`src/hw/nts_api_pkg.sv`:
```
`default_nettype none
//----------------------------------------
// NTS dispatcher register interface
// Address map, identity constants, the
// request bundle and counter snapshot
//----------------------------------------

package nts_api_pkg;

  // Address map
  localparam logic [11:0] ADDR_NAME0      = 12'h000;
  localparam logic [11:0] ADDR_NAME1      = 12'h001;
  localparam logic [11:0] ADDR_VERSION    = 12'h002;
  localparam logic [11:0] ADDR_DUMMY      = 12'h003;
  localparam logic [11:0] ADDR_FRAMES_MSB = 12'h010;
  localparam logic [11:0] ADDR_FRAMES_LSB = 12'h011;

  // "NTS_DSPT" and "0.01" in ASCII
  localparam logic [63:0] CORE_NAME    = 64'h4e54_535f_4453_5054;
  localparam logic [31:0] CORE_VERSION = 32'h302e_3031;

  // One register access, read when we is low
  typedef struct packed {
    logic        cs;
    logic        we;
    logic [11:0] addr;
    logic [31:0] write_data;
  } api_req_t;

  // Frame counter, seen as one count or as two API words
  typedef union packed {
    logic [63:0] count;
    struct packed {
      logic [31:0] msb;
      logic [31:0] lsb;
    } half;
  } frame_count_u;

endpackage

`default_nettype wire

```
`src/hw/nts_sof_counter.sv`:
```
`timescale 1ns/1ns
`default_nettype none
//----------------------------------------
// Start-of-frame detector and counter
// Counts zero-to-full mask transitions
// and holds a low half for the API
//----------------------------------------

module nts_sof_counter
  import nts_api_pkg::*;
(
  input  wire                i_clk,
  input  wire                i_areset,
  input  wire  [7:0]         i_rx_data_valid,
  input  wire                i_latch_lsb,
  output logic               o_sof,
  output frame_count_u       o_count,
  output logic [31:0]        o_count_lsb
);

  // Reset to full so that no start is seen on the first beat
  logic [7:0]   prev_valid_q;
  frame_count_u count_q;
  logic [31:0]  lsb_q;

  // Idle beat then a full beat
  assign o_sof = (prev_valid_q == 8'h00) && (i_rx_data_valid == 8'hff);

  always_ff @(posedge i_clk or posedge i_areset) begin
    if (i_areset) begin
      prev_valid_q  <= 8'hff;
      count_q.count <= '0;
      lsb_q         <= '0;
    end else begin
      prev_valid_q <= i_rx_data_valid;
      if (o_sof) begin
        count_q.count <= count_q.count + 64'd1;
      end
      // Freeze low half when the high half is read
      if (i_latch_lsb) begin
        lsb_q <= count_q.half.lsb;
      end
    end
  end

  assign o_count     = count_q;
  assign o_count_lsb = lsb_q;

endmodule

`default_nettype wire

```
`config.mk`:
```
export PLATFORM = sky130hd
export DESIGN_NAME = nts_sof_counter
export DESIGN_NICKNAME = d
export VERILOG_FILES = /design/src/hw/nts_api_pkg.sv /design/src/hw/nts_sof_counter.sv
export SDC_FILE = /design/constraint.sdc
export NUM_CORES = 1
export LEC_CHECK = 0
export ABC_AREA = 1
export BUFFER_PORTS_ARGS = -buffer_cell sky130_fd_sc_hd__buf_4
export CAP_MARGIN = 0
export CELL_PAD_IN_SITES_DETAIL_PLACEMENT = 2
export CELL_PAD_IN_SITES_GLOBAL_PLACEMENT = 2
export CORE_UTILIZATION = 33
export CTS_BUF_LIST = sky130_fd_sc_hd__clkbuf_4 sky130_fd_sc_hd__clkbuf_8
export DETAILED_ROUTE_END_ITERATION = 8
export PLACE_DENSITY = 0.86
export SYNTH_ARGS = -nofsm -noshare
export SYNTH_HDL_FRONTEND = slang
export SYNTH_SLANG_ARGS = --single-unit
```
`constraint.sdc`:
```
create_clock -name i_clk -period 4.7 [get_ports i_clk]
set_clock_uncertainty 0.1 [all_clocks]
set_input_delay 0.94 -clock i_clk [delete_from_list [all_inputs] [get_ports i_clk]]
set_output_delay 0.94 -clock i_clk [all_outputs]
set_load 0.01 [all_outputs]
```
==> results.py <==
metrics = {
    "status": {
        "status": "complete, no violations",
    },
    "final_layout": {
        "fin_area_sq_mm": 0.00673,
        "fin_util_pct": 41.9,
        "finalNetCount": 795,
        "seq_area_sq_mm": 0.00261,
        "area_growth_syn_to_layout_pct": 22.7,
        "multi_input_area_sq_mm": 0.00260,
        "drive_above_1_share_pct": 25.6,
        "num-fill-cells": 1840,
        "n_antenna_cell": 0,
        "stdcell_count": 1004,
    },
    "synthesis": {
        "yosys.area.top_type": "dfrtp_1",
        "synth_seq_area_share_pct": 47.6,
        "yosysTopAreaCellShare_pct": 43.8,
        "yosys_warnings": 0,
        "async_flop_share_pct": 100,
        "ys_types": 31,
        "netlist_top_cells_count": "nand2_1 (205), nor2_1 (105), dfrtp_1 (96)",
        "synth_area_leaders": "dfrtp_1 (44%), nand2_1 (14%), nor2_1 (7.2%)",
        "syn-num-nets": 681,
        "synth_edf_count": 0,
        "yosysMostFrequentCell": "nand2_1",
        "ys_seq_elements": 104,
        "syn_area_per_cell_sq_um": 8.20,
        "synth-main-ff-cell": "dfrtp_1",
        "synthCells": 669,
        "netlist_area_sq_mm": 0.00549,
    },
    "floorplanning": {
        "num_rows": 46,
        "io_pins": 108,
        "start_util_pct": 34.2,
        "dieArea_sq_mm": 0.0171,
        "die_h_um": 131,
        "die_w_um": 131,
        "coreArea_sq_mm": 0.0161,
    },
    "setup_path": {
        "rr_worst_depth": 9,
        "cp_cell_sequence": "buf_4 -> nand2_1 -> nor2_1 -> nand2_1 -> nor2_4 -> buf_4",
        "worst_ep_required_time_ps": 3660,
        "cp_num_cells": 6,
        "critPathSlowestCell": "nor2_4",
        "start_kind": "primary input",
        "cp_top_family": "simple AND/OR/NAND/NOR gates",
        "cpPeakStageDelay_ps": 440,
        "r2r_setup_slack_ps": 2590,
        "setup.worst_path.start": "i_rx_data_valid[5]",
        "cp-end-kind": "output pin",
        "crit_fanout": 17,
        "r2r-start": "prev_valid_q[2]",
        "timing.critical_path.buf_inv": 2,
        "endpoint": "o_sof",
        "arrival_ps": 1990,
        "r2r-end": "o_count[50]",
        "path_class": "in -> out",
    },
    "global_route": {
        "track_usage_pct": 24.7,
        "grt_pass1_wl_um": 31500,
        "globalRouteOverflowTotal": 0,
        "grt_max_degree": 69,
        "grt_pass1_vias": 5681,
        "antenna_found_initial": 0,
    },
    "timing": {
        "hold_slack_ps": 416,
        "worstMarginPinSlew_ps": 940,
        "setup_viol": 0,
        "grt_setup_unrepaired": "false",
        "setup_tns_ps": 0,
        "hold_viol": 0,
        "slew_headroom_pct": 37.3,
        "timing.fmax_ghz": 0.330,
        "fin_crit_sh_pct": 64.5,
        "fin_ws_ps": 1670,
        "period_needed_ps": 3030,
        "final-max-slew-violation-count": 0,
    },
    "routing": {
        "drc": 0,
        "drt_pass1_iterations": 4,
        "detail-route-antenna-nets": 0,
        "post_drt_wl_per_cell_um": 19.8,
        "highest_layer": "met4",
        "num_vias": 5028,
        "wl_met3_um": 648,
        "drt-initial-drc-count": 219,
        "met1_length_um": 8600,
        "vias_per_cell": 5.01,
        "wl_met2_um": 10300,
        "wirelength_um": 19800,
    },
    "clock_tree": {
        "root_buffer": "clkbuf_8",
        "numCtsBuffers": 9,
        "clock_path_buffers": 2,
        "holdBufCountCts": 0,
        "postCtsSetupBuffers": 0,
        "cts_max_level": 3,
        "path_clk_slew_ps": 90,
        "worstSkewPairLatency_ps": 420,
        "tritoncts": "done",
        "cts.repair.resized": 0,
        "cts.sinks": 104,
    },
    "placement": {
        "place_area_sq_mm": 0.00654,
        "dp_worst_setup_slack_ps": 1690,
        "place_hpwl_um": 15600,
        "port_buffers": 107,
        "dp_cells": 988,
        "gp_congestion": 0.872,
    },
    "pwr": {
        "vdd_drop_max_uv": 119,
        "power_mw": 1.54,
        "p_leak_nw": 3.20,
        "power.density_mw_per_mm2": 229,
    },
    "worst_hold_path": {
        "hp-class": "reg -> reg",
    },
    "job": {
        "maxCapViolCount": 0,
    },
}
[cells by family (layout without fill, tap and decap cells)]
kind of cell	after synthesis	in the layout	share of synthesized area, %
simple gates	424	424	35.6
compound gates	15	15	1.37
buf+inv	69	188	4.99
xor+xnor	28	28	4.47
flops	104	104	47.6
fa+ha+maj	1	1	0.228
mux	28	28	5.75
[how the worst min path moves through the flow]
stage                     cells after the start            start              end  slack (ps)
after floorplan                               2      o_count[62]      o_count[62]         430
after global placement                        1  o_count_lsb[14]  o_count_lsb[14]         390
after detailed placement                      1  o_count_lsb[26]  o_count_lsb[26]         400
after CTS                                     1  o_count_lsb[26]  o_count_lsb[26]         420
after global routing                          1  o_count_lsb[23]  o_count_lsb[23]         440
final                                         1  o_count_lsb[26]  o_count_lsb[26]         420
[power breakdown]
| part | leakage, nW | internal, mW | total, mW | switching [mW] |
|---|---|---|---|---|
| sequential | 1.40 | 0.903 | 0.907 | 0.00418 |
| clock | 0.102 | 0.227 | 0.582 | 0.355 |
| combinational | 1.70 | 0.0158 | 0.0506 | 0.0349 |
| total | 3.20 | 1.15 | 1.54 | 0.394 |
[flip-flops by register name, summed over array words and instances (netlist names)]
register / flops
prev_valid_q: 8
o_count: 64
o_count_lsb: 32
[worst reg2reg max path, delay by kind of cell, from the launching register on]
kind	cells	cell delay, ps
AND/OR/NAND/NOR	8	1470
flip-flops	1	390
buffers and inverters	1	80
[cell type report]
| cell class | instances | area share [%] |
|---|---|---|
| Inverter | 63 | 3.55 |
| Clock inverter | 5 | 0.576 |
| Tap cell | 216 | 4.01 |
| Timing Repair Buffer | 109 | 12.2 |
| Clock buffer | 11 | 2.25 |
| Sequential cell | 104 | 38.8 |
| Multi-Input combinational cell | 496 | 38.6 |
[cell usage in the layout, fill, tap and decap left out, types with 14 or more instances in the layout]
master | netlist | layout
nor2_1 | 105 | 105
nor2_2 | 14 | 14
nand2_1 | 205 | 205
mux2_2 | 28 | 28
buf_4 | 1 | 109
nand4_1 | 19 | 19
nand3_1 | 32 | 32
xnor2_1 | 15 | 15
dfrtp_1 | 96 | 96
inv_1 | 62 | 61
nand3b_1 | 18 | 18
[metal layers]
metal | vias up | GRT usage, %
met4 | 0 | 8.11
li1 | 2333 | -
met3 | 19 | 2.77
met5 | - | 0
met1 | 2571 | 30.8
met2 | 105 | 44.4
Note: power is estimated with default switching activity, not from simulation.
