### config.mk
export PLATFORM = sky130hd
export DESIGN_NAME = nts_api_regs
export DESIGN_NICKNAME = d
export VERILOG_FILES = /design/src/hw/nts_api_pkg.sv /design/src/hw/nts_api_regs.sv
export SDC_FILE = /design/constraint.sdc
export NUM_CORES = 1
export LEC_CHECK = 0
export BUFFER_PORTS_ARGS = -buffer_cell sky130_fd_sc_hd__buf_2
export CORE_UTILIZATION = 40
export DETAILED_ROUTE_END_ITERATION = 6
export HOLD_SLACK_MARGIN = 0.06
export PLACE_DENSITY = 0.84
export SYNTH_ARGS = -nofsm -noshare
export SYNTH_HDL_FRONTEND = slang
export SYNTH_SLANG_ARGS = --single-unit
### constraint.sdc
create_clock -name i_clk -period 4.2 [get_ports i_clk]
set_clock_uncertainty 0.05 [all_clocks]
set_input_delay 0.63 -clock i_clk [delete_from_list [all_inputs] [get_ports i_clk]]
set_output_delay 0.63 -clock i_clk [all_outputs]
set_load 0.01 [all_outputs]
### src/hw/nts_api_pkg.sv
`default_nettype none
//----------------------------------------
// NTS dispatcher register interface
// Address map, identity constants, the
// request bundle and counter snapshot
//----------------------------------------

package nts_api_pkg;

  // Address map
  localparam logic [11:0] ADDR_NAME0      = 12'h000;
  localparam logic [11:0] ADDR_NAME1      = 12'h001;
  localparam logic [11:0] ADDR_VERSION    = 12'h002;
  localparam logic [11:0] ADDR_DUMMY      = 12'h003;
  localparam logic [11:0] ADDR_FRAMES_MSB = 12'h010;
  localparam logic [11:0] ADDR_FRAMES_LSB = 12'h011;

  // "NTS_DSPT" and "0.01" in ASCII
  localparam logic [63:0] CORE_NAME    = 64'h4e54_535f_4453_5054;
  localparam logic [31:0] CORE_VERSION = 32'h302e_3031;

  // One register access, read when we is low
  typedef struct packed {
    logic        cs;
    logic        we;
    logic [11:0] addr;
    logic [31:0] write_data;
  } api_req_t;

  // Frame counter, seen as one count or as two API words
  typedef union packed {
    logic [63:0] count;
    struct packed {
      logic [31:0] msb;
      logic [31:0] lsb;
    } half;
  } frame_count_u;

endpackage

`default_nettype wire

### src/hw/nts_api_regs.sv
`timescale 1ns/1ns
`default_nettype none
//----------------------------------------
// Dispatcher register block
// Identity, scratch register and frame
// counter read-back, reads are combinational
//----------------------------------------

module nts_api_regs
  import nts_api_pkg::*;
(
  input  wire                i_clk,
  input  wire                i_areset,
  input  wire api_req_t      i_api,
  input  wire frame_count_u  i_count,
  input  wire  [31:0]        i_count_lsb,
  output logic               o_latch_lsb,
  output logic [31:0]        o_api_read_data
);

  logic        rd_en;
  logic        wr_en;
  logic [31:0] dummy_q;

  assign rd_en = i_api.cs && !i_api.we;
  assign wr_en = i_api.cs && i_api.we;

  // High half read snapshots the low half
  assign o_latch_lsb = rd_en && (i_api.addr == ADDR_FRAMES_MSB);

  //----------------------------------------
  // Scratch register
  //----------------------------------------
  always_ff @(posedge i_clk or posedge i_areset) begin
    if (i_areset) begin
      dummy_q <= '0;
    end else if (wr_en && (i_api.addr == ADDR_DUMMY)) begin
      dummy_q <= i_api.write_data;
    end
  end

  //----------------------------------------
  // Read mux
  //----------------------------------------
  always_comb begin
    o_api_read_data = '0;
    if (rd_en) begin
      case (i_api.addr)
        ADDR_NAME0:      o_api_read_data = CORE_NAME[63:32];
        ADDR_NAME1:      o_api_read_data = CORE_NAME[31:0];
        ADDR_VERSION:    o_api_read_data = CORE_VERSION;
        ADDR_DUMMY:      o_api_read_data = dummy_q;
        ADDR_FRAMES_MSB: o_api_read_data = i_count.half.msb;
        // Value held since the last high half read
        ADDR_FRAMES_LSB: o_api_read_data = i_count_lsb;
        default:         o_api_read_data = '0;
      endcase
    end
  end

endmodule

`default_nettype wire

==> impl_metrics.env, run 1 <==
export IMPL_coreArea_mm2=0.00557
export IMPL_synth_edf_count=0
export IMPL_async_flop_share=1.00
export IMPL_r2r_start="dummy_q[31]$_DFFE_PP0P_"
export IMPL_cpPeakStageDelay_ns=0.43
export IMPL_hold_class="in -> async"
export IMPL_crit_top_cell="buf_2"
export IMPL_grt_pass1_vias=2256
export IMPL_relSlewSlack=0.501
export IMPL_largest_register_ffs=32
export IMPL_drive_gt1_frac=0.556
export IMPL_synth_common_cells="32 x dfrtp_1, 30 x mux2_4, 15 x mux2i_1, 12 x nand2_1"
export IMPL_crit_path_end_kind="primary output"
export IMPL_core_rowCount=27
export IMPL_cts_resized=0
export IMPL_avgSynthCellArea_um2=10.6
export IMPL_clk_pin_slew_ns=0.07
export IMPL_synth_top_area_frac=0.344
export IMPL_gp_congestion=0.801
export IMPL_rsz0062_at_grt="false"
export IMPL_peakVddDrop_mv=0.172
export IMPL_worst_pin_slew_ns=0.747
export IMPL_synth_cell_types=36
export IMPL_die_x_um=78.3
export IMPL_slew_viol_final=0
export IMPL_layout_nets=501
export IMPL_die_area_mm2=0.00614
export IMPL_finalCriticalPeriod_ns=3.20
export IMPL_first_pass_iters=4
export IMPL_setup_viol=0
export IMPL_drt_iter0_markers=82
export IMPL_netlist_area_mm2=0.00233
export IMPL_numPortBuffers=144
export IMPL_max_flop_register="dummy_q"
export IMPL_fin_crit_sh=0.761
export IMPL_cp_slowest_cell="nor3_2"
export IMPL_final_util=0.568
export IMPL_initial_core_util=0.418
export IMPL_max_freq_ghz=0.313
export IMPL_reg2reg_slack_ns=3.39
export IMPL_ant_nets=0
export IMPL_dpl_hpwl_um=4950
export IMPL_drc_errors=0
export IMPL_cts_buffer_depth=2
export IMPL_hold_violations=0
export IMPL_drv_cap=0
export IMPL_worstRegToRegCells=1
export IMPL_ys_top_cells_by_area="dfrtp_1 34%, mux2_4 19%, mux2i_1 6.4%"
export IMPL_critical_path_arrival_ns=2.52
export IMPL_cts_tree="built"
export IMPL_post_drt_wl_per_cell_um=15.5
export IMPL_cts_setup_buffers=0
export IMPL_worst_setup_path_type="in -> out"
export IMPL_diodes=0
export IMPL_synth_top_area_cell="dfrtp_1"
export IMPL_start_kind="input port"
export IMPL_drt_total_wl_um=6680
export IMPL_dr_total_vias=2250
export IMPL_via_per_inst=5.23
export IMPL_synth_cells=219
export IMPL_fp_dieH_um=78.3
export IMPL_r2r_end="dummy_q[31]$_DFFE_PP0P_"
export IMPL_top_regs="dummy_q: 32 flops"
export IMPL_synth_main_ff_cell="dfrtp_1"
export IMPL_htreeDepth=2
export IMPL_worstPathMaxFanout=10
export IMPL_powerDensity_mw_per_mm2=210
export IMPL_outcome="completed"
export IMPL_setup_tns_ns=0
export IMPL_antenna_found_initial=0
export IMPL_grt_pass1_wl_um=10600
export IMPL_yosysWarnings=0
export IMPL_holdWs_ns=0.377
export IMPL_grt_max_degree=33
export IMPL_p_leak_nw=1.75
export IMPL_numCtsBuffers=5
export IMPL_numClockSinks=32
export IMPL_ys_ff_latch=32
export IMPL_area_growth_pct=35.9
export IMPL_grt_total_usage=0.222
export IMPL_path_cells="buf_2, nor3_2, and2_1, nand4_1, o31ai_1, buf_2"
export IMPL_cts_root_buf="clkbuf_8"
export IMPL_overflow=0
export IMPL_insertion_delay_ns=0.27
export IMPL_synth_most_common_cell="dfrtp_1"
export IMPL_holdBufCountCts=0
export IMPL_ys_seq_area_frac=0.344
export IMPL_io_pins=177
export IMPL_synth_fp_nets=363
export IMPL_cp_required_ns=3.52
-- stage by stage --
stage	worst slack (ns)	cells	instance area (um^2)	total power, W
after floorplan	1.59	219	2330	0.000368
after global placement	1.04	422	3080	0.000429
after detailed placement	0.974	422	3080	0.000434
after CTS	0.985	430	3170	0.000677
after global routing	0.809	430	3170	0.000702
final	1.00	430	3170	0.000666
-- metal layers --
layer	vias to the layer above	global-route usage	routed length, um
met1	1046	0.254	2860
met3	6	0.0453	447
li1	1101	-	-
met5	-	0	0
met2	97	0.418	3310
met4	0	0.0537	58
-- kinds of logic after synthesis --
group	share of synthesized area
buffers and inverters	0.0451
flip-flops	0.344
AND/OR/NAND/NOR	0.130
multiplexers	0.306
AO/OA/AOI/OAI	0.176
-- where the power goes --
part	switching [W]	internal [W]	total, W
sequential	0.000000396	0.000309	0.000309
clock	0.000106	0.000134	0.000239
combinational	0.0000560	0.0000617	0.000118
-- worst max path at each step --
stage | slack (ns) | cells after the start | endpoint | start
after detailed placement | 0.97 | 6 | o_api_read_data[16] | i_api[37]
after global routing | 0.81 | 6 | o_api_read_data[25] | i_api[37]
after floorplan | 1.59 | 5 | o_api_read_data[16] | i_api[37]
after global placement | 1.04 | 6 | o_api_read_data[16] | i_api[37]
final | 1.00 | 6 | o_api_read_data[16] | i_api[37]
after CTS | 0.99 | 6 | o_api_read_data[16] | i_api[37]
-- worst max-delay path, delay by kind of cell --
family / cells / cell delay, ns
AO/OA/AOI/OAI: 1 / 0.37
buffers and inverters: 2 / 0.27
AND/OR/NAND/NOR: 3 / 1.23
-- layout by cell type, fill, tap and decap left out, drive strengths merged, types with 8 or more instances in the layout --
| cell | Yosys | final |
|---|---|---|
| buf | 10 | 148 |
| o22ai | 8 | 8 |
| mux2i | 15 | 15 |
| dfrtp | 32 | 32 |
| clkbuf | 7 | 8 |
| nand2 | 12 | 12 |
| o21ai | 11 | 11 |
| mux2 | 40 | 40 |
| a21oi | 11 | 11 |
-- final cells by class --
| cell class | count | area (um^2) |
|---|---|---|
| fill | 500 | 2410 |
| multi-input combinational | 167 | 1430 |
| sequential | 32 | 801 |
| timing repair buffer | 148 | 751 |
| clock buffer | 8 | 90.1 |
| tap | 72 | 90.1 |
| inverter | 3 | 11.3 |
(Power assumes the default switching activity.)
==> inputs of run 2 (changes only) <==
- ABC_AREA: unset -> 1
- PLACE_DENSITY: 0.84 -> 0.81
- clock period: 4.2 -> 3.1 ns (I/O delays scaled with it)
==> run 2 against run 1 <==
  * The run now ends with design-rule violations left
  * Cell area grew 9.8%
  * Worst hold slack got worse by 0.16 ns
  * First-iteration DRC count increased by 130%
  * Flip-flop and latch count did not move
  * Global-route usage is 1.3 points higher
  * Critical endpoint is now o_api_read_data[30]
  * Count of clock-buffer cells in the layout fell by 2
  * Sequential power is 36% higher
  * Largest power group unchanged
==> impl_metrics.env, run 2 <==
export IMPL_outcome="finished with violations"
export IMPL_violations="design-rule violations"
export IMPL_ys_top_cells_by_area="dfrtp_1 30%, nand3_1 17%, nand2_1 13%"
export IMPL_worstRegToRegCells=2
export IMPL_ant_nets=0
export IMPL_numPortBuffers=144
export IMPL_crit_path_end_kind="primary output"
export IMPL_post_drt_wl_per_cell_um=12.9
export IMPL_largest_register_ffs=32
export IMPL_clk_pin_slew_ns=0.06
export IMPL_max_freq_ghz=0.384
export IMPL_cts_setup_buffers=0
export IMPL_grt_pass1_wl_um=13300
export IMPL_slew_viol_final=0
export IMPL_synth_main_ff_cell="dfrtp_1"
export IMPL_synth_top_area_cell="dfrtp_1"
export IMPL_cts_root_buf="clkbuf_8"
export IMPL_htreeDepth=2
export IMPL_dpl_hpwl_um=6300
export IMPL_drt_total_wl_um=8170
export IMPL_drive_gt1_frac=0.369
export IMPL_worst_pin_slew_ns=0.781
export IMPL_yosysWarnings=0
export IMPL_postPlaceCellArea_mm2=0.00337
export IMPL_cp_required_ns=2.58
export IMPL_synth_common_cells="92 x nand2_1, 91 x nand3_1, 82 x nor2_1, 49 x inv_1"
export IMPL_n_fill_cell=669
export IMPL_dr_total_vias=3081
export IMPL_overflow=0
export IMPL_p_leak_nw=2.09
export IMPL_cts_buffer_depth=2
export IMPL_grt_total_usage=0.234
export IMPL_avgSynthCellArea_um2=6.41
export IMPL_synth_most_common_cell="nand2_1"
export IMPL_setup_tns_ns=0
export IMPL_die_x_um=84.0
export IMPL_cts_resized=0
export IMPL_antenna_found_initial=0
export IMPL_critical_path_arrival_ns=2.09
export IMPL_grt_pass1_vias=2931
export IMPL_first_pass_iters=7
export IMPL_final_area_mm2=0.00348
export IMPL_drc_errors=20
export IMPL_finalCriticalPeriod_ns=2.61
export IMPL_synth_xor_area_frac=0
export IMPL_fin_crit_sh=0.841
export IMPL_rsz0062_at_grt="false"
export IMPL_relSlewSlack=0.479
export IMPL_hold_class="in -> async"
export IMPL_core_rowCount=29
export IMPL_die_area_mm2=0.00706
export IMPL_holdBufCountCts=0
export IMPL_diodes=0
export IMPL_synth_cell_types=17
export IMPL_fp_dieH_um=84.0
export IMPL_gp_congestion=0.848
export IMPL_synth_cells=420
export IMPL_synth_edf_count=0
export IMPL_area_growth_pct=29.2
export IMPL_hold_violations=0
export IMPL_synth_fp_nets=564
export IMPL_numCtsBuffers=5
export IMPL_powerDensity_mw_per_mm2=248
export IMPL_layout_commonest_cell="buf_2"
export IMPL_synth_top_family_by_area="simple AND/OR/NAND/NOR gates"
export IMPL_insertion_delay_ns=0.27
export IMPL_ys_ff_latch=32
export IMPL_final_util=0.541
export IMPL_startpoint="i_api[34]"
export IMPL_ys_seq_area_frac=0.298
export IMPL_layout_nets=698
export IMPL_io_pins=177
export IMPL_synth_compound_area_frac=0.110
export IMPL_numClockSinks=32
export IMPL_reg2reg_slack_ns=2.37
export IMPL_initial_core_util=0.419
export IMPL_grt_max_degree=65
export IMPL_via_per_inst=4.88
export IMPL_cts_tree="built"
export IMPL_start_kind="input port"
export IMPL_netlist_area_mm2=0.00269
export IMPL_layout_common_cells="144 x buf_2, 92 x nand2_1, 91 x nand3_1"
export IMPL_coreArea_mm2=0.00642
export IMPL_worst_setup_path_type="in -> out"
export IMPL_drt_iter0_markers=187
export IMPL_peakVddDrop_mv=0.219
export IMPL_synth_top_area_frac=0.298
export IMPL_max_flop_register="dummy_q"
export IMPL_worstPathMaxFanout=31
export IMPL_top_regs="dummy_q: 32 flops"
export IMPL_synth_mux_area_frac=0
export IMPL_yosys_area_share_simple=0.442
export IMPL_setup_viol=0
export IMPL_yosys_area_share_adder=0
export IMPL_r2r_end="dummy_q[27]$_DFFE_PP0P_"
export IMPL_r2r_start="dummy_q[27]$_DFFE_PP0P_"
export IMPL_async_flop_share=1.00
export IMPL_drv_cap=0
## run 2: logic make-up (layout without fill, tap and decap cells)
| logic type | Yosys count | in the layout |
|---|---|---|
| compound gates | 35 | 35 |
| buf+inv | 78 | 213 |
| flops | 32 | 32 |
| simple gates | 275 | 275 |
## run 2: through the flow
step                      worst slack (ns)  hold slack [ns]  instances  power, W
after global routing                 0.305            0.280        632  0.000912
final                                0.493            0.219        632  0.000864
after floorplan                       1.12            0.405        420  0.000467
after global placement               0.527            0.418        623  0.000545
after CTS                            0.478            0.362        631  0.000872
after detailed placement             0.476            0.424        623  0.000548
## run 2: routing by layer
layer	up-vias	GRT usage	part of all wire
met2	130	0.396	0.47
met3	14	0.0366	0.068
met5	-	0	0
li1	1586	-	-
met1	1351	0.309	0.44
met4	0	0.0690	0.018
## run 2: how the worst max path moves through the flow
stage                                endpoint  slack [ns]  cells past startpoint
final                     o_api_read_data[30]        0.49                     10
after detailed placement  o_api_read_data[30]        0.48                     10
after global routing      o_api_read_data[30]        0.30                     10
after CTS                 o_api_read_data[30]        0.48                     10
after global placement    o_api_read_data[29]        0.53                     10
after floorplan           o_api_read_data[20]        1.12                      9
## run 2: power by group
part           switching, W  internal, W  total [W]  leakage [nW]
Sequential      0.000000593     0.000419   0.000419         0.447
Combinational     0.0000625    0.0000606   0.000123          1.59
Clock              0.000145     0.000177   0.000321        0.0510
## run 2: final cells by class
type,instances,area [um^2],area share
well taps,77,96.3,0.0277
inverters,50,188,0.0540
clock buffers,6,82.6,0.0237
multi-input cells,310,1490,0.428
repair buffers,155,811,0.233
clock inverters,2,10.0,0.00288
flip-flops and latches,32,801,0.230
## run 2: worst max-delay path, stage by stage
cell,delay (ns)
buf_2,0.08
inv_2,0.02
nand2_1,0.16
nor2_2,0.07
buf_4,0.25
o21ai_1,0.51
nand2_1,0.18
nor2_1,0.14
nor2_1,0.05
buf_2,0.16
==> inputs of run 3 (changes only) <==
- CORE_UTILIZATION: 40 -> 39
- PLACE_DENSITY: 0.81 -> 0.82
- clock period: 3.1 -> 2.29 ns (I/O delays scaled with it)
==> run 3 against run 2 <==
  * The flow now finishes without violations
  * Total power grew 48%
  * Cell area rose by 2.5%
  * Core utilization up 0.74 points
  * First-iteration DRC count up 44%
  * Sequential share of layout area down 0.57 points
  * Die area is 2.5% higher
  * Final cell count rose by 0.79%
  * Clock power increased by 69%
  * Non-clock buffer count is 5 higher
  * Worst setup slack worse by 0.38 ns
  * Sequential power rose by 35%
==> impl_metrics.env, run 3 (synthesis gave the netlist of run 2 again) <==
export IMPL_outcome="completed"
export IMPL_drc_errors=0
export IMPL_worstRegToRegCells=2
export IMPL_antenna_found_initial=0
export IMPL_diodes=0
export IMPL_core_rowCount=29
export IMPL_max_flop_register="dummy_q"
export IMPL_numClockSinks=32
export IMPL_cts_resized=0
export IMPL_finalCriticalPeriod_ns=2.18
export IMPL_clk_pin_slew_ns=0.07
export IMPL_grt_max_degree=65
export IMPL_worst_pin_slew_ns=0.432
export IMPL_hold_violations=0
export IMPL_start_kind="input port"
export IMPL_cts_tree="built"
export IMPL_final_util=0.549
export IMPL_fp_dieH_um=85.1
export IMPL_grt_pass1_wl_um=13700
export IMPL_setup_tns_ns=0
export IMPL_insertion_delay_ns=0.28
export IMPL_die_area_mm2=0.00724
export IMPL_overflow=0
export IMPL_path_cells="buf_2, inv_2, nand2_1, nor2_1, o21ai_1, nand3_2, nand2_2, buf_4, nor2_1, buf_2"
export IMPL_hold_class="in -> async"
export IMPL_drt_iter0_markers=269
export IMPL_dpl_hpwl_um=6680
export IMPL_holdBufCountCts=0
export IMPL_cts_setup_buffers=0
export IMPL_relSlewSlack=0.712
export IMPL_drt_total_wl_um=8610
export IMPL_largest_register_ffs=32
export IMPL_rsz0062_at_grt="false"
export IMPL_crit_path_end_kind="primary output"
export IMPL_numPortBuffers=144
export IMPL_cts_root_buf="clkbuf_8"
export IMPL_via_per_inst=5.01
export IMPL_numCtsBuffers=5
export IMPL_io_pins=177
export IMPL_grt_total_usage=0.239
export IMPL_top_regs="dummy_q: 32 flops"
export IMPL_ant_nets=0
export IMPL_cp_required_ns=1.90
export IMPL_startpoint="i_api[34]"
export IMPL_cts_buffer_depth=2
export IMPL_peakVddDrop_mv=0.235
export IMPL_grt_pass1_vias=2947
export IMPL_crit_cells=10
export IMPL_area_growth_pct=32.5
export IMPL_post_drt_wl_per_cell_um=13.5
export IMPL_cpPeakStageDelay_ns=0.31
export IMPL_coreArea_mm2=0.00649
export IMPL_path_delay_family="simple AND/OR/NAND/NOR gates"
export IMPL_layout_common_cells="144 x buf_2, 92 x nand2_1, 90 x nand3_1"
export IMPL_drive_gt1_frac=0.379
export IMPL_p_leak_nw=2.13
export IMPL_fin_crit_sh=0.952
export IMPL_powerDensity_mw_per_mm2=359
export IMPL_layout_commonest_cell="buf_2"
export IMPL_worst_setup_path_type="in -> out"
export IMPL_critical_path_arrival_ns=1.79
export IMPL_slew_viol_final=0
export IMPL_htreeDepth=2
export IMPL_dr_total_vias=3190
export IMPL_cp_slowest_cell="o21ai_1"
export IMPL_path_buf_inv=4
export IMPL_max_freq_ghz=0.459
export IMPL_gp_congestion=0.898
export IMPL_first_pass_iters=5
export IMPL_drv_cap=0
export IMPL_initial_core_util=0.414
export IMPL_die_x_um=85.1
export IMPL_worstPathMaxFanout=12
export IMPL_setup_viol=0
export IMPL_layout_nets=703
export IMPL_r2r_start="dummy_q[16]$_DFFE_PP0P_"
==> run 3: worst reg2reg max path, stage by stage (launching register included) <==
cell	delay (ns)
dfrtp_1	0.41
nand2_1	0.09
o21ai_2	0.05
==> run 3: final cells by class <==
cell class | count | area [um^2]
clock inverter | 3 | 42.5
inverter | 50 | 188
tap | 77 | 96.3
clock buffer | 5 | 68.8
timing repair buffer | 160 | 866
fill | 691 | 2930
sequential | 32 | 801
multi-input combinational | 310 | 1500
==> run 3: layer usage <==
metal	up-vias	part of all wire	routed length [um]	track usage
li1	1596	-	-	-
met1	1435	0.44	3810	0.329
met2	144	0.47	4040	0.382
met3	15	0.070	605	0.0379
met4	0	0.018	154	0.0863
met5	-	0	0	0
==> run 3: per-stage QoR <==
stage | area (um^2) | hold slack (ns) | total power, W | std cells | setup WS [ns]
floorplan | 2690 | 0.405 | 0.000632 | 420 | 0.557
global placement | 3440 | 0.399 | 0.000746 | 629 | 0.0574
detailed placement | 3440 | 0.406 | 0.000748 | 629 | 0.0154
CTS | 3550 | 0.0994 | 0.00128 | 637 | 0.00866
global route | 3560 | 0.146 | 0.00133 | 637 | 0.0123
finish | 3560 | 0.0913 | 0.00128 | 637 | 0.110
==> run 3: where the power goes <==
part / switching (W) / total, W / internal, W
sequential: 0.000000778 / 0.000567 / 0.000566
combinational: 0.0000898 / 0.000172 / 0.0000819
clock: 0.000220 / 0.000542 / 0.000322
==> run 3: path summary, 6_finish.rpt <==
| check | slack (ns) | endpoint |
|---|---|---|
| setup / recovery | 0.11 | o_api_read_data[13] |
| hold / removal | 0.09 | dummy_q[3]$_DFFE_PP0P_ |
| setup reg to reg | 1.58 | dummy_q[16]$_DFFE_PP0P_ |
| hold reg to reg | 0.43 | dummy_q[15]$_DFFE_PP0P_ |
| max in group asynchronous | 1.79 | dummy_q[27]$_DFFE_PP0P_ |
| min in group i_clk | 0.25 | dummy_q[26]$_DFFE_PP0P_ |
