===== src/hw/nts_rx_pkg.sv =====
`default_nettype none
//----------------------------------------
// NTS receive dispatcher types
// MAC receive beats, per-buffer state and
// the engine side read-out stream
//----------------------------------------

package nts_rx_pkg;

  // Width of one MAC word and its byte mask
  localparam int WORD_WIDTH = 64;
  localparam int MASK_WIDTH = 8;

  // One MAC receive beat
  typedef struct packed {
    logic [MASK_WIDTH-1:0] data_valid;
    logic [WORD_WIDTH-1:0] data;
    logic                  bad_frame;
    logic                  good_frame;
  } mac_rx_t;

  // Life cycle of one frame buffer
  // Write side uses the first three, read side the rest
  typedef enum logic [3:0] {
    empty           = 4'd0,
    has_data        = 4'd1,
    packet_received = 4'd2,
    out_init0       = 4'd3,
    out_init1       = 4'd4,
    fifo_out        = 4'd5,
    out_fin0        = 4'd6,
    out_fin1        = 4'd7
  } buf_state_e;

  // One read-out beat towards the engine
  typedef struct packed {
    logic                  valid;
    logic [WORD_WIDTH-1:0] data;
  } fifo_rd_t;

endpackage

`default_nettype wire

===== src/hw/nts_buffer_fsm.sv =====
`timescale 1ns/1ns
`default_nettype none
//----------------------------------------
// Double buffer control for the dispatcher
// Writes MAC frames into one RAM while the
// other is streamed out to the engine
//----------------------------------------

module nts_buffer_fsm
  import nts_rx_pkg::*;
#(
  parameter int ADDR_WIDTH = 8
) (
  input  wire                    i_clk,
  input  wire                    i_areset,
  input  wire mac_rx_t           i_rx,
  input  wire                    i_sof,
  input  wire                    i_rd_start,
  input  wire                    i_read_discard,
  input  wire  [WORD_WIDTH-1:0]  i_ram_rdata0,
  input  wire  [WORD_WIDTH-1:0]  i_ram_rdata1,
  output logic [ADDR_WIDTH-1:0]  o_ram_addr0,
  output logic [ADDR_WIDTH-1:0]  o_ram_addr1,
  output logic                   o_ram_we0,
  output logic                   o_ram_we1,
  output logic [WORD_WIDTH-1:0]  o_ram_wdata0,
  output logic [WORD_WIDTH-1:0]  o_ram_wdata1,
  output logic                   o_packet_available,
  output logic [ADDR_WIDTH-1:0]  o_dispatch_counter,
  output logic [MASK_WIDTH-1:0]  o_dispatch_data_valid,
  output logic                   o_fifo_empty,
  output fifo_rd_t               o_fifo_rd
);

  // Per-buffer state, last word index and final mask
  buf_state_e            state_q [2];
  logic [ADDR_WIDTH-1:0] count_q [2];
  logic [MASK_WIDTH-1:0] mask_q  [2];
  // cur_q is the write buffer, rd_sel the read buffer
  logic                  cur_q;
  logic                  rd_sel;
  // RAM write port registers
  logic [1:0]            we_q;
  logic [ADDR_WIDTH-1:0] waddr_q [2];
  logic [WORD_WIDTH-1:0] wdata_q;
  // Shared read address and output stage
  logic [ADDR_WIDTH-1:0] raddr_q;
  logic                  fifo_empty_q;
  logic                  rd_load;
  logic                  rd_valid_q;
  logic [WORD_WIDTH-1:0] rd_data_q;
  logic [WORD_WIDTH-1:0] rd_word;

  assign rd_sel  = ~cur_q;
  assign rd_word = rd_sel ? i_ram_rdata1 : i_ram_rdata0;

  // Output stage loads RAM data in these two states
  assign rd_load = !i_read_discard &&
                   (state_q[rd_sel] == fifo_out || state_q[rd_sel] == out_fin0);

  //----------------------------------------
  // Buffer state machines
  //----------------------------------------
  always_ff @(posedge i_clk or posedge i_areset) begin
    if (i_areset) begin
      state_q[0]   <= empty;
      state_q[1]   <= empty;
      count_q[0]   <= '0;
      count_q[1]   <= '0;
      mask_q[0]    <= '0;
      mask_q[1]    <= '0;
      waddr_q[0]   <= '0;
      waddr_q[1]   <= '0;
      we_q         <= '0;
      cur_q        <= 1'b0;
      raddr_q      <= '0;
      fifo_empty_q <= 1'b1;
      rd_valid_q   <= 1'b0;
    end else begin
      we_q       <= '0;
      rd_valid_q <= rd_load;

      // Read side, engine may drop the buffer at any point
      if (i_read_discard) begin
        state_q[rd_sel] <= empty;
        fifo_empty_q    <= 1'b1;
      end else begin
        case (state_q[rd_sel])
          out_init0: begin
            // Prime RAM with word 0 while waiting
            if (i_rd_start) begin
              state_q[rd_sel] <= out_init1;
            end
            raddr_q      <= '0;
            fifo_empty_q <= 1'b0;
          end
          out_init1: begin
            raddr_q <= ADDR_WIDTH'(1);
            // Single word frame skips the streaming loop
            if (count_q[rd_sel] == '0) begin
              state_q[rd_sel] <= out_fin0;
            end else begin
              state_q[rd_sel] <= fifo_out;
            end
          end
          fifo_out: begin
            if (raddr_q == count_q[rd_sel]) begin
              state_q[rd_sel] <= out_fin0;
            end else begin
              raddr_q <= raddr_q + 1'b1;
            end
          end
          out_fin0: state_q[rd_sel] <= out_fin1;
          // Parked until the engine discards
          out_fin1: fifo_empty_q <= 1'b1;
          default: ;
        endcase
      end

      // Write side
      if (i_rx.bad_frame) begin
        state_q[cur_q] <= empty;
        waddr_q[cur_q] <= '0;
        count_q[cur_q] <= '0;
        mask_q[cur_q]  <= '0;
      end else begin
        case (state_q[cur_q])
          empty: begin
            if (i_sof) begin
              state_q[cur_q] <= has_data;
            end
          end
          has_data: begin
            if (i_rx.good_frame) begin
              mask_q[cur_q]  <= i_rx.data_valid;
              state_q[cur_q] <= packet_received;
            end
          end
          packet_received: begin
            // Hand over once the engine buffer is free
            if (state_q[rd_sel] == empty) begin
              state_q[cur_q] <= out_init0;
              cur_q          <= rd_sel;
            end
          end
          default: state_q[cur_q] <= empty;
        endcase

        // Store each beat carrying data, saturate on overrun
        if (i_rx.data_valid != '0) begin
          case (state_q[cur_q])
            empty: begin
              we_q[cur_q]    <= 1'b1;
              waddr_q[cur_q] <= '0;
              count_q[cur_q] <= '0;
            end
            has_data: begin
              if (count_q[cur_q] != '1) begin
                we_q[cur_q]    <= 1'b1;
                waddr_q[cur_q] <= count_q[cur_q] + 1'b1;
                count_q[cur_q] <= count_q[cur_q] + 1'b1;
              end
            end
            default: ;
          endcase
        end
      end
    end
  end

  // Data path registers
  always_ff @(posedge i_clk) begin
    if (i_rx.data_valid != '0) begin
      wdata_q <= i_rx.data;
    end
    if (rd_load) begin
      rd_data_q <= rd_word;
    end
  end

  //----------------------------------------
  // RAM ports and engine outputs
  //----------------------------------------
  assign o_ram_addr0  = we_q[0] ? waddr_q[0] : raddr_q;
  assign o_ram_addr1  = we_q[1] ? waddr_q[1] : raddr_q;
  assign o_ram_we0    = we_q[0];
  assign o_ram_we1    = we_q[1];
  assign o_ram_wdata0 = wdata_q;
  assign o_ram_wdata1 = wdata_q;

  assign o_packet_available    = (state_q[rd_sel] == out_init0);
  assign o_dispatch_counter    = count_q[rd_sel];
  assign o_dispatch_data_valid = mask_q[rd_sel];
  assign o_fifo_empty          = fifo_empty_q;
  assign o_fifo_rd.valid       = rd_valid_q;
  assign o_fifo_rd.data        = rd_data_q;

endmodule

`default_nettype wire


===== config.mk =====
export PLATFORM = sky130hd
export DESIGN_NAME = nts_buffer_fsm
export DESIGN_NICKNAME = d
export VERILOG_FILES = /design/src/hw/nts_rx_pkg.sv /design/src/hw/nts_buffer_fsm.sv
export SDC_FILE = /design/constraint.sdc
export NUM_CORES = 1
export LEC_CHECK = 0
export ABC_AREA = 1
export BUFFER_PORTS_ARGS = -buffer_cell sky130_fd_sc_hd__buf_4
export CORE_AREA = 2 2 167 169
export CTS_CLUSTER_DIAMETER = 200
export DETAILED_ROUTE_END_ITERATION = 8
export DIE_AREA = 0 0 169 171
export GPL_TIMING_DRIVEN = 0
export PLACE_DENSITY_LB_ADDON = 0.12
export SETUP_SLACK_MARGIN = 0.5
export SLEW_MARGIN = 10
export SYNTH_ARGS = -nofsm -noshare
export SYNTH_HDL_FRONTEND = slang
export SYNTH_SLANG_ARGS = --single-unit

===== constraint.sdc =====
create_clock -name i_clk -period 13.2 [get_ports i_clk]
set_input_delay 1.32 -clock i_clk [delete_from_list [all_inputs] [get_ports i_clk]]
set_output_delay 1.32 -clock i_clk [all_outputs]
set_load 0.005 [all_outputs]

==> results of run 1 <==
==> final timing paths <==
path | from | end | slack (ns) | cells after the start
min | state_q[5] | state_q[5] | 0.49 | 2
max reg2reg | cur_q | rd_data_q[59] | 10.19 | 8
max | cur_q | o_dispatch_data_valid[7] | 8.98 | 8
min reg2reg | state_q[5] | state_q[5] | 0.49 | 2
min in group asynchronous | i_areset | rd_valid_q | 0.91 | 2
max in group asynchronous | i_areset | state_q[5] | 11.72 | 3
==> tightest hold or removal path, stage by stage (launching register included) <==
cell,delay [ns]
sky130_fd_sc_hd__dfrtp_1,0.36
sky130_fd_sc_hd__nand2_1,0.06
sky130_fd_sc_hd__nand2_1,0.05
==> registers in the layout (all words and copies together) (netlist names) <==
| signal | count |
|---|---|
| we_q | 2 |
| count_q | 16 |
| mask_q | 16 |
| rd_data_q | 64 |
| rd_valid_q | 1 |
| waddr_q | 16 |
| cur_q | 1 |
| raddr_q | 8 |
| o_fifo_empty | 1 |
| state_q | 8 |
| o_ram_wdata0 | 64 |
==> layer usage <==
layer | wire (µm) | vias to the layer above | track usage | part of all wire
met1 | 17200 | 4308 | 0.365 | 0.43
met3 | 4530 | 28 | 0.105 | 0.11
li1 | - | 4322 | - | -
met2 | 17600 | 389 | 0.389 | 0.44
met5 | 10 | - | 0 | 0.00025
met4 | 481 | 2 | 0.0546 | 0.012
==> kinds of logic (layout without fill, tap and decap cells) <==
| logic type | count (synthesis) | after routing | share of synthesized area |
|---|---|---|---|
| buffers and inverters | 172 | 644 | 0.100 |
| AND/OR/NAND/NOR | 565 | 565 | 0.248 |
| flip-flops | 197 | 197 | 0.580 |
| adder cells (fa/ha/maj) | 2 | 2 | 0.00261 |
| AO/OA/AOI/OAI | 110 | 110 | 0.0637 |
| XOR/XNOR | 6 | 6 | 0.00547 |
==> power groups by stage <==
stage | clock (mW) | combinational, mW | sequential [mW]
3_3_place_gp | 0 | 1.06 | 0.906
2_1_floorplan | 0 | 0.619 | 0.882
4_1_cts | 0.529 | 1.08 | 0.885
5_1_grt | 0.552 | 1.19 | 0.897
6_report | 0.515 | 1.09 | 0.886
3_5_place_dp | 0 | 1.08 | 0.897
==> per-stage QoR <==
step / cell area (µm²) / power (mW) / setup slack (ns) / utilization
global route: 14000 / 2.64 / 8.75 / 0.513
global placement: 13300 / 1.96 / 5.63 / 0.487
detailed placement: 13400 / 1.98 / 9.40 / 0.492
finish: 14000 / 2.49 / 8.98 / 0.513
floorplan: 9600 / 1.50 / 8.02 / -
CTS: 14000 / 2.50 / 8.93 / 0.513
==> cells in the final DEF, fill, tap and decap left out, types with 3 or more instances in the layout <==
cell,count
sky130_fd_sc_hd__buf_12,3
sky130_fd_sc_hd__o21ai_0,56
sky130_fd_sc_hd__nand2_1,409
sky130_fd_sc_hd__clkbuf_1,21
sky130_fd_sc_hd__nand4_1,4
sky130_fd_sc_hd__clkbuf_16,17
sky130_fd_sc_hd__buf_6,7
sky130_fd_sc_hd__inv_8,4
sky130_fd_sc_hd__nand2_2,5
sky130_fd_sc_hd__nor2_4,7
sky130_fd_sc_hd__o21ai_1,10
sky130_fd_sc_hd__buf_1,5
sky130_fd_sc_hd__nand3_1,65
sky130_fd_sc_hd__inv_4,3
sky130_fd_sc_hd__a21oi_1,15
sky130_fd_sc_hd__o211ai_1,4
sky130_fd_sc_hd__clkinvlp_4,3
sky130_fd_sc_hd__dfrtp_1,68
sky130_fd_sc_hd__nor4_1,5
sky130_fd_sc_hd__xor2_1,6
sky130_fd_sc_hd__buf_4,503
sky130_fd_sc_hd__inv_1,59
sky130_fd_sc_hd__inv_2,7
sky130_fd_sc_hd__buf_2,3
sky130_fd_sc_hd__o31ai_1,3
sky130_fd_sc_hd__nor3_1,8
sky130_fd_sc_hd__edfxtp_1,128
sky130_fd_sc_hd__a31oi_1,14
sky130_fd_sc_hd__nor2_1,49
==> layout make-up <==
cell class	instances	area (µm²)
buffer	103	698
fill	2632	13300
timing repair buffer	440	3380
multi-input combinational	683	3090
inverter	69	267
clock buffer	18	429
sequential	197	5570
clock inverter	14	140
tap	346	433
==> summary.md, run 1 <==
| Metric | Value |
|---|---|
| Minimum period implied by the final worst setup slack | 4.22 ns |
| Clock transition at path regs | 0.07 ns |
| Power per cell area | 178 nW/µm² |
| Most numerous cell in the Yosys netlist | sky130_fd_sc_hd__nand2_1 |
| Layout cell share with drive strength beyond 1 | 0.384 |
| Boundary pin count | 436 |
| Count of distinct cell types in the synthesized netlist | 43 |
| Sequential share of the synthesized area | 0.580 |
| DRC violation count after routing | 0 |
| Clk sinks | 197 |
| Top-area cell type share of the netlist area | 0.400 |
| Setup Total Neg Slack | 0 ns |
| Setup repair after global routing missed its margin | false |
| Number of max-slew violations in the final report | 0 |
| Measured slew at the worst slew-check pin | 0.777 ns |
| Hold Crit Class | reg2reg |
| H-Tree Depth | 4 |
| Number of iterations in the first detailed-routing pass | 5 |
| Setup Viol. Count Final | 0 |
| Std cell rows | 61 |
| # nets final | 1720 |
| Switching pwr | 1.01 mW |
| Post-synth EDFFs | 128 |
| Post-synth ARST share | 0.350 |
| Cell-internal power | 1.47 mW |
| Mapped Area | 9600 µm² |
| Total global-route track usage | 0.263 |
| Via count of the routed design | 9049 |
| Post-CTS setup buffer count | 0 |
| Die area | 28900 µm² |
| Final Instance Count excl. Fillers | 1870 |
| Net count after synthesis | 1261 |
| Slowest stage delay, CP | 0.65 ns |
| Worst-path cell chain | buf_6, inv_4, buf_4, buf_1, clkbuf_1, nand2_1, nand2_1, buf_4 |
| Max Cap Viol | 0 |
| Part of the power in the clock network | 0.207 |
| Final-report hold violation count | 0 |
| Core Region | 27300 µm² |
| Maximum vdd ir drop | 0.0000785 V |
| Ratio of routed vias to standard cells | 4.84 |
| Most area-hungry cell type in the Yosys netlist | sky130_fd_sc_hd__edfxtp_1 |
| Top achievable clock speed | 237 MHz |
| Starting utilization of the core area | 0.351 |
| TritonCTS clock tree | done |
| Number of buffers on the longest clock path | 2 |
| CP arrival | 2.90 ns |
| Root buffer cell | sky130_fd_sc_hd__clkbuf_16 |
| Critical path class | reg2out |
| Final critical-path share of the clock period | 0.320 |
| Static power due to leakage | 6.98 nW |
| Worst path top cell family by delay | buffers and inverters |
| Logic pwr share | 0.437 |
| Cells taking the most area after synthesis | sky130_fd_sc_hd__edfxtp_1 (40%), sky130_fd_sc_hd__dfrtp_1 (18%), sky130_fd_sc_hd__nand2_1 (16%) |
| Sequential group share of total power | 0.356 |
| #FFs+latches synth | 197 |
| Worst clock skew | 0.0110 ns |
| Number of CTS-inserted buffers | 17 |
| Initial drt markers | 796 |
| Sum of overflow across all layers after global routing | 0 |
| Relative area change from synthesis to final layout | 45.9% |
| Antenna diodes | 0 |
| Chip width | 169 µm |
| Half-perimeter wire length after detailed placement | 32200 µm |
| Outcome | completed |
| DR WL/cell | 21.3 µm |
| Nature of the critical path startpoint | flip-flop |
| Routed Antenna Nets | 0 |
| Commonest cells in the netlist | sky130_fd_sc_hd__nand2_1 (410), sky130_fd_sc_hd__edfxtp_1 (128), sky130_fd_sc_hd__buf_4 (68), sky130_fd_sc_hd__dfrtp_1 (68), sky130_fd_sc_hd__nand3_1 (65) |
| Most used flip-flop cell after synthesis | sky130_fd_sc_hd__edfxtp_1 |
| Number of global-route vias before repair | 8256 |
| Post-Synthesis Mean Instance Area | 9.13 µm² |
| Net Sw Frac | 0.408 |
| Input/output buffers | 435 |
| Crit path buffers/inverters | 6 |
| Crit path max fanout | 10 |
| Placed Cells | 1838 |
| GPL Wtd Cong | 0.885 |
| Required time of the critical path | 11.88 ns |
| Hold Buf Count CTS | 0 |
| Maximum number of pins on one net before global-route repair | 64 |
| CP max stage cell | sky130_fd_sc_hd__clkbuf_1 |
| Global-route wire length before repair | 54600 µm |
| Number of antenna violations at the first check in global routing | 1 |
| Worst slew margin relative to its limit | 0.482 |
| Post-route worst hold slack | 0.493 ns |
| Die span in y | 171 µm |
| Post-synthesis instance total | 1052 |
| Later-pin clock latency in the skew report | 0.43 ns |
| Endpoint kind of the worst setup timing path | primary output |
| Final Routed Wirelength | 39900 µm |
| Number of gates resized after cts | 0 |
| Total of warnings raised by yosys | 0 |
Note: power is estimated with default switching activity, not from simulation.
==> run 2: changes to the inputs <==
--- a/config.mk
+++ b/config.mk
@@ -5,12 +5,12 @@
 export SDC_FILE = /design/constraint.sdc
 export NUM_CORES = 1
 export LEC_CHECK = 0
-export ABC_AREA = 1
+export ABC_AREA = 0
 export BUFFER_PORTS_ARGS = -buffer_cell sky130_fd_sc_hd__buf_4
-export CORE_AREA = 2 2 167 169
+export CORE_AREA = 2 2 171 173
 export CTS_CLUSTER_DIAMETER = 200
 export DETAILED_ROUTE_END_ITERATION = 8
-export DIE_AREA = 0 0 169 171
+export DIE_AREA = 0 0 173 175
 export GPL_TIMING_DRIVEN = 0
 export PLACE_DENSITY_LB_ADDON = 0.12
 export SETUP_SLACK_MARGIN = 0.5
==> constraint.sdc (replaced) <==
create_clock -name i_clk -period 3.85 [get_ports i_clk]
set_input_delay 0.385 -clock i_clk [delete_from_list [all_inputs] [get_ports i_clk]]
set_output_delay 0.385 -clock i_clk [all_outputs]
set_load 0.005 [all_outputs]
==> summary.md, run 2 <==
| Metric | Value |
|---|---|
| Half-perimeter wire length after detailed placement | 28200 µm (-13%) |
| Number of iterations in the first detailed-routing pass | 5 (unchanged) |
| Setup Viol. Count Final | 0 (unchanged) |
| Relative area change from synthesis to final layout | 47.3% |
| Final Routed Wirelength | 35700 µm (-11%) |
| Cell-internal power | 3.86 mW (+160%) |
| #FFs+latches synth | 197 (unchanged) |
| Std cell rows | 62 (+1.6%) |
| Worst clock skew | 0.0208 ns (+0.00985 ns) |
| Minimum period implied by the final worst setup slack | 3.19 ns |
| Endpoint of the worst-slack reg-to-reg timing path | waddr_q[7] |
| Met1 usage | 0.296 (-0.0696) |
| Max Cap Viol | 0 (unchanged) |
| Total of warnings raised by yosys | 0 (unchanged) |
| Post-synthesis instance total | 744 (-29%) |
| Met3 usage in global routing | 0.0590 (-0.0458) |
| Register area | 5570 µm² (unchanged) |
| Count of distinct cell types in the synthesized netlist | 77 (+79%) |
| Final critical-path setup slack | 0.664 ns (-8.31 ns) |
| Number of antenna violations at the first check in global routing | 2 (+1) |
| Top achievable clock speed | 314 MHz |
| Final-report hold violation count | 0 (unchanged) |
| Final critical-path share of the clock period | 0.828 |
| Pre-CTS worst setup slack | 0.637 ns (-8.77 ns) |
| Required time of the critical path | 3.46 ns (-8.42 ns) |
| Total global-route track usage | 0.230 (-0.0331) |
| CP max stage cell | sky130_fd_sc_hd__mux2_2 |
| Layer with the highest usage | met2 |
| Global-route wire length before repair | 51900 µm (-4.9%) |
| Initial drt markers | 609 (-23%) |
| Most numerous cell in the Yosys netlist | sky130_fd_sc_hd__edfxtp_1 |
| Net Sw Frac | 0.284 (-0.124) |
| Number of max-slew violations in the final report | 0 (unchanged) |
| Via count of the routed design | 7900 (-13%) |
| Maximum vdd ir drop | 0.000266 V (+240%) |
| Die span in y | 175 µm (+2.3%) |
| Post-CTS setup buffer count | 0 (unchanged) |
| Most frequent cells in the layout | sky130_fd_sc_hd__buf_4 (505), sky130_fd_sc_hd__edfxtp_1 (128), sky130_fd_sc_hd__mux2_2 (91) |
| Number of CTS-inserted buffers | 17 (unchanged) |
| Commonest non-fill, non-tap cell in the layout | sky130_fd_sc_hd__buf_4 |
| Boundary pin count | 436 (unchanged) |
| Net count after synthesis | 953 (-24%) |
| Post-Synthesis Mean Instance Area | 12.8 µm² (+40%) |
| Worst reg2reg path depth | 12 (+4) |
| Endpoint kind of the worst setup timing path | primary output |
| Number of global-route vias before repair | 7770 (-5.9%) |
| Power per cell area | 384 nW/µm² (+120%) |
| Switching pwr | 1.53 mW (+51%) |
| Nature of the critical path startpoint | flip-flop |
| Outcome | completed |
| Worst-path cell chain | buf_6, buf_6, buf_4, buf_4, buf_4, buf_6, buf_6, buf_4, mux2_2, buf_4 |
| TritonCTS clock tree | done |
| Post-synth ARST share | 0.350 (unchanged) |
| Most area-hungry cell type in the Yosys netlist | sky130_fd_sc_hd__edfxtp_1 |
| DR WL/cell | 22.3 µm (+4.6%) |
| Worst hold path cell count | 1 (-1) |
| Logic pwr share | 0.189 (-0.248) |
| Most used flip-flop cell after synthesis | sky130_fd_sc_hd__edfxtp_1 |
| Slowest stage delay, CP | 0.37 ns (-0.28 ns) |
| Critical hold path startpoint | i_rx[51] |
| Post-synth EDFFs | 128 (unchanged) |
| Clock transition at path regs | 0.10 ns (+0.03 ns) |
| M2 GR Usage | 0.396 (+0.00735) |
| Input/output buffers | 434 (-0.23%) |
| Final Core Density | 0.494 (-0.0185) |
| DRC violation count after routing | 0 (unchanged) |
| Mapped Area | 9520 µm² (-0.80%) |
| Chip width | 173 µm (+2.4%) |
| Commonest cells in the netlist | sky130_fd_sc_hd__edfxtp_1 (128), sky130_fd_sc_hd__mux2_2 (91), sky130_fd_sc_hd__nand2_1 (91) |
| FF-to-FF Start | cur_q |
| Ratio of routed vias to standard cells | 4.94 (+2.1%) |
| H-Tree Depth | 4 (unchanged) |
| Core Region | 28400 µm² (+3.9%) |
| Die area | 30300 µm² (+4.8%) |
| CP arrival | 2.80 ns (-0.10 ns) |
| Sequential share of the synthesized area | 0.585 (+0.00465) |
| Routed Antenna Nets | 0 (unchanged) |
| # nets final | 1410 (-18%) |
| Internal reg-to-reg setup slack | 0.80 ns (-9.39 ns) |
| Number of buffers on the longest clock path | 2 (unchanged) |
| Top-area cell type share of the netlist area | 0.404 (+0.00321) |
| Layout cell share with drive strength beyond 1 | 0.561 (+0.177) |
| Setup repair after global routing missed its margin | false |
| Maximum number of pins on one net before global-route repair | 63 (-1.6%) |
| Sum of overflow across all layers after global routing | 0 (unchanged) |
| Clk sinks | 197 (unchanged) |
| Area occupied by multi-input gates | 3250 µm² (+5.2%) |
| GPL Wtd Cong | 0.886 (+0.19%) |
| Measured slew at the worst slew-check pin | 1.09 ns (+0.316 ns) |
| Crit path max fanout | 10 (unchanged) |
| Filler Cell Count | 2659 (+1.0%) |
| Static power due to leakage | 6.45 nW (-7.7%) |
| Part of the power in the clock network | 0.359 (+0.152) |
| Hold Crit Class | in2reg |
| Starting utilization of the core area | 0.335 (-0.0159) |
| Worst slew margin relative to its limit | 0.265 (-0.217) |
| Root buffer cell | sky130_fd_sc_hd__clkbuf_16 |
| Critical path class | reg2out |
| Later-pin clock latency in the skew report | 0.44 ns (about the same) |
| Cells taking the most area after synthesis | sky130_fd_sc_hd__edfxtp_1 (40%), sky130_fd_sc_hd__dfrtp_1 (18%), sky130_fd_sc_hd__mux2_2 (11%) |
| Endpoint of the worst hold-timing path | o_ram_wdata0[49] |
| Crit-path most repeated cell | sky130_fd_sc_hd__buf_4 |
| Sequential group share of total power | 0.452 (+0.096) |
[run 2: worst max path at each step]
stage,cells past startpoint,startpoint,endpoint
2_1_floorplan,9,cur_q,rd_data_q[0]
3_3_place_gp,3,i_rx[67],o_ram_wdata0[63]
3_5_place_dp,10,cur_q,o_dispatch_data_valid[4]
4_1_cts,10,cur_q,o_dispatch_data_valid[4]
5_1_grt,10,cur_q,o_dispatch_data_valid[0]
6_report,10,cur_q,o_dispatch_data_valid[0]
[run 2: logic make-up after synthesis]
family,count (synthesis),share of synthesized area
fa+ha+maj,2,0.00263
simple gates,186,0.102
xor+xnor,17,0.0156
mux,101,0.118
compound gates,128,0.101
buf+inv,113,0.0755
flops,197,0.585
[run 2: stage by stage]
stage	hold WS [ns]	setup TNS, ns	std cells	instance area, µm²	total power, mW
after CTS	0.0923	0	1598	14000	5.44
after global routing	0.0822	0	1598	14000	5.60
final	0.110	0	1599	14000	5.39
after detailed placement	0.413	0	1565	13400	3.50
after global placement	0.462	-5.61	1562	13300	3.48
after floorplan	0.440	0	744	9530	2.94
[run 2: critical path, delay by kind of cell (launching register included)]
kind     cells  cell delay, ns
buf+inv      9            1.66
mux          1            0.37
flops        1            0.34
[run 2: cell type report]
class | count | area share
Sequential cell | 197 | 0.397
Timing Repair Buffer | 438 | 0.238
Multi-Input combinational cell | 434 | 0.231
Buffer | 100 | 0.0498
Tap cell | 384 | 0.0343
Clock buffer | 17 | 0.0303
Clock inverter | 15 | 0.0148
Inverter | 13 | 0.00366
Antenna cell | 1 | 0.000178
[run 2: repair_timing]
action	CTS	global route
endpoints found under the hold margin	26	0
hold buffers	1	0
gates resized for setup	6	5
setup endpoints to repair	8	17
[run 2: per-layer routing]
| metal | part of all wire | up-vias |
|---|---|---|
| li1 | - | 3611 |
| met5 | 0.00022 | - |
| met3 | 0.070 | 14 |
| met1 | 0.41 | 3979 |
| met4 | 0.0066 | 2 |
| met2 | 0.51 | 294 |
[run 2: power by group through the flow]
stage          Combinational (mW)  Sequential [mW]  Clock (mW)
3_3_place_gp                 1.00             2.48           0
6_report                     1.02             2.44        1.93
4_1_cts                      1.02             2.44        1.98
2_1_floorplan               0.488             2.45           0
3_5_place_dp                 1.02             2.48           0
5_1_grt                      1.10             2.45        2.05
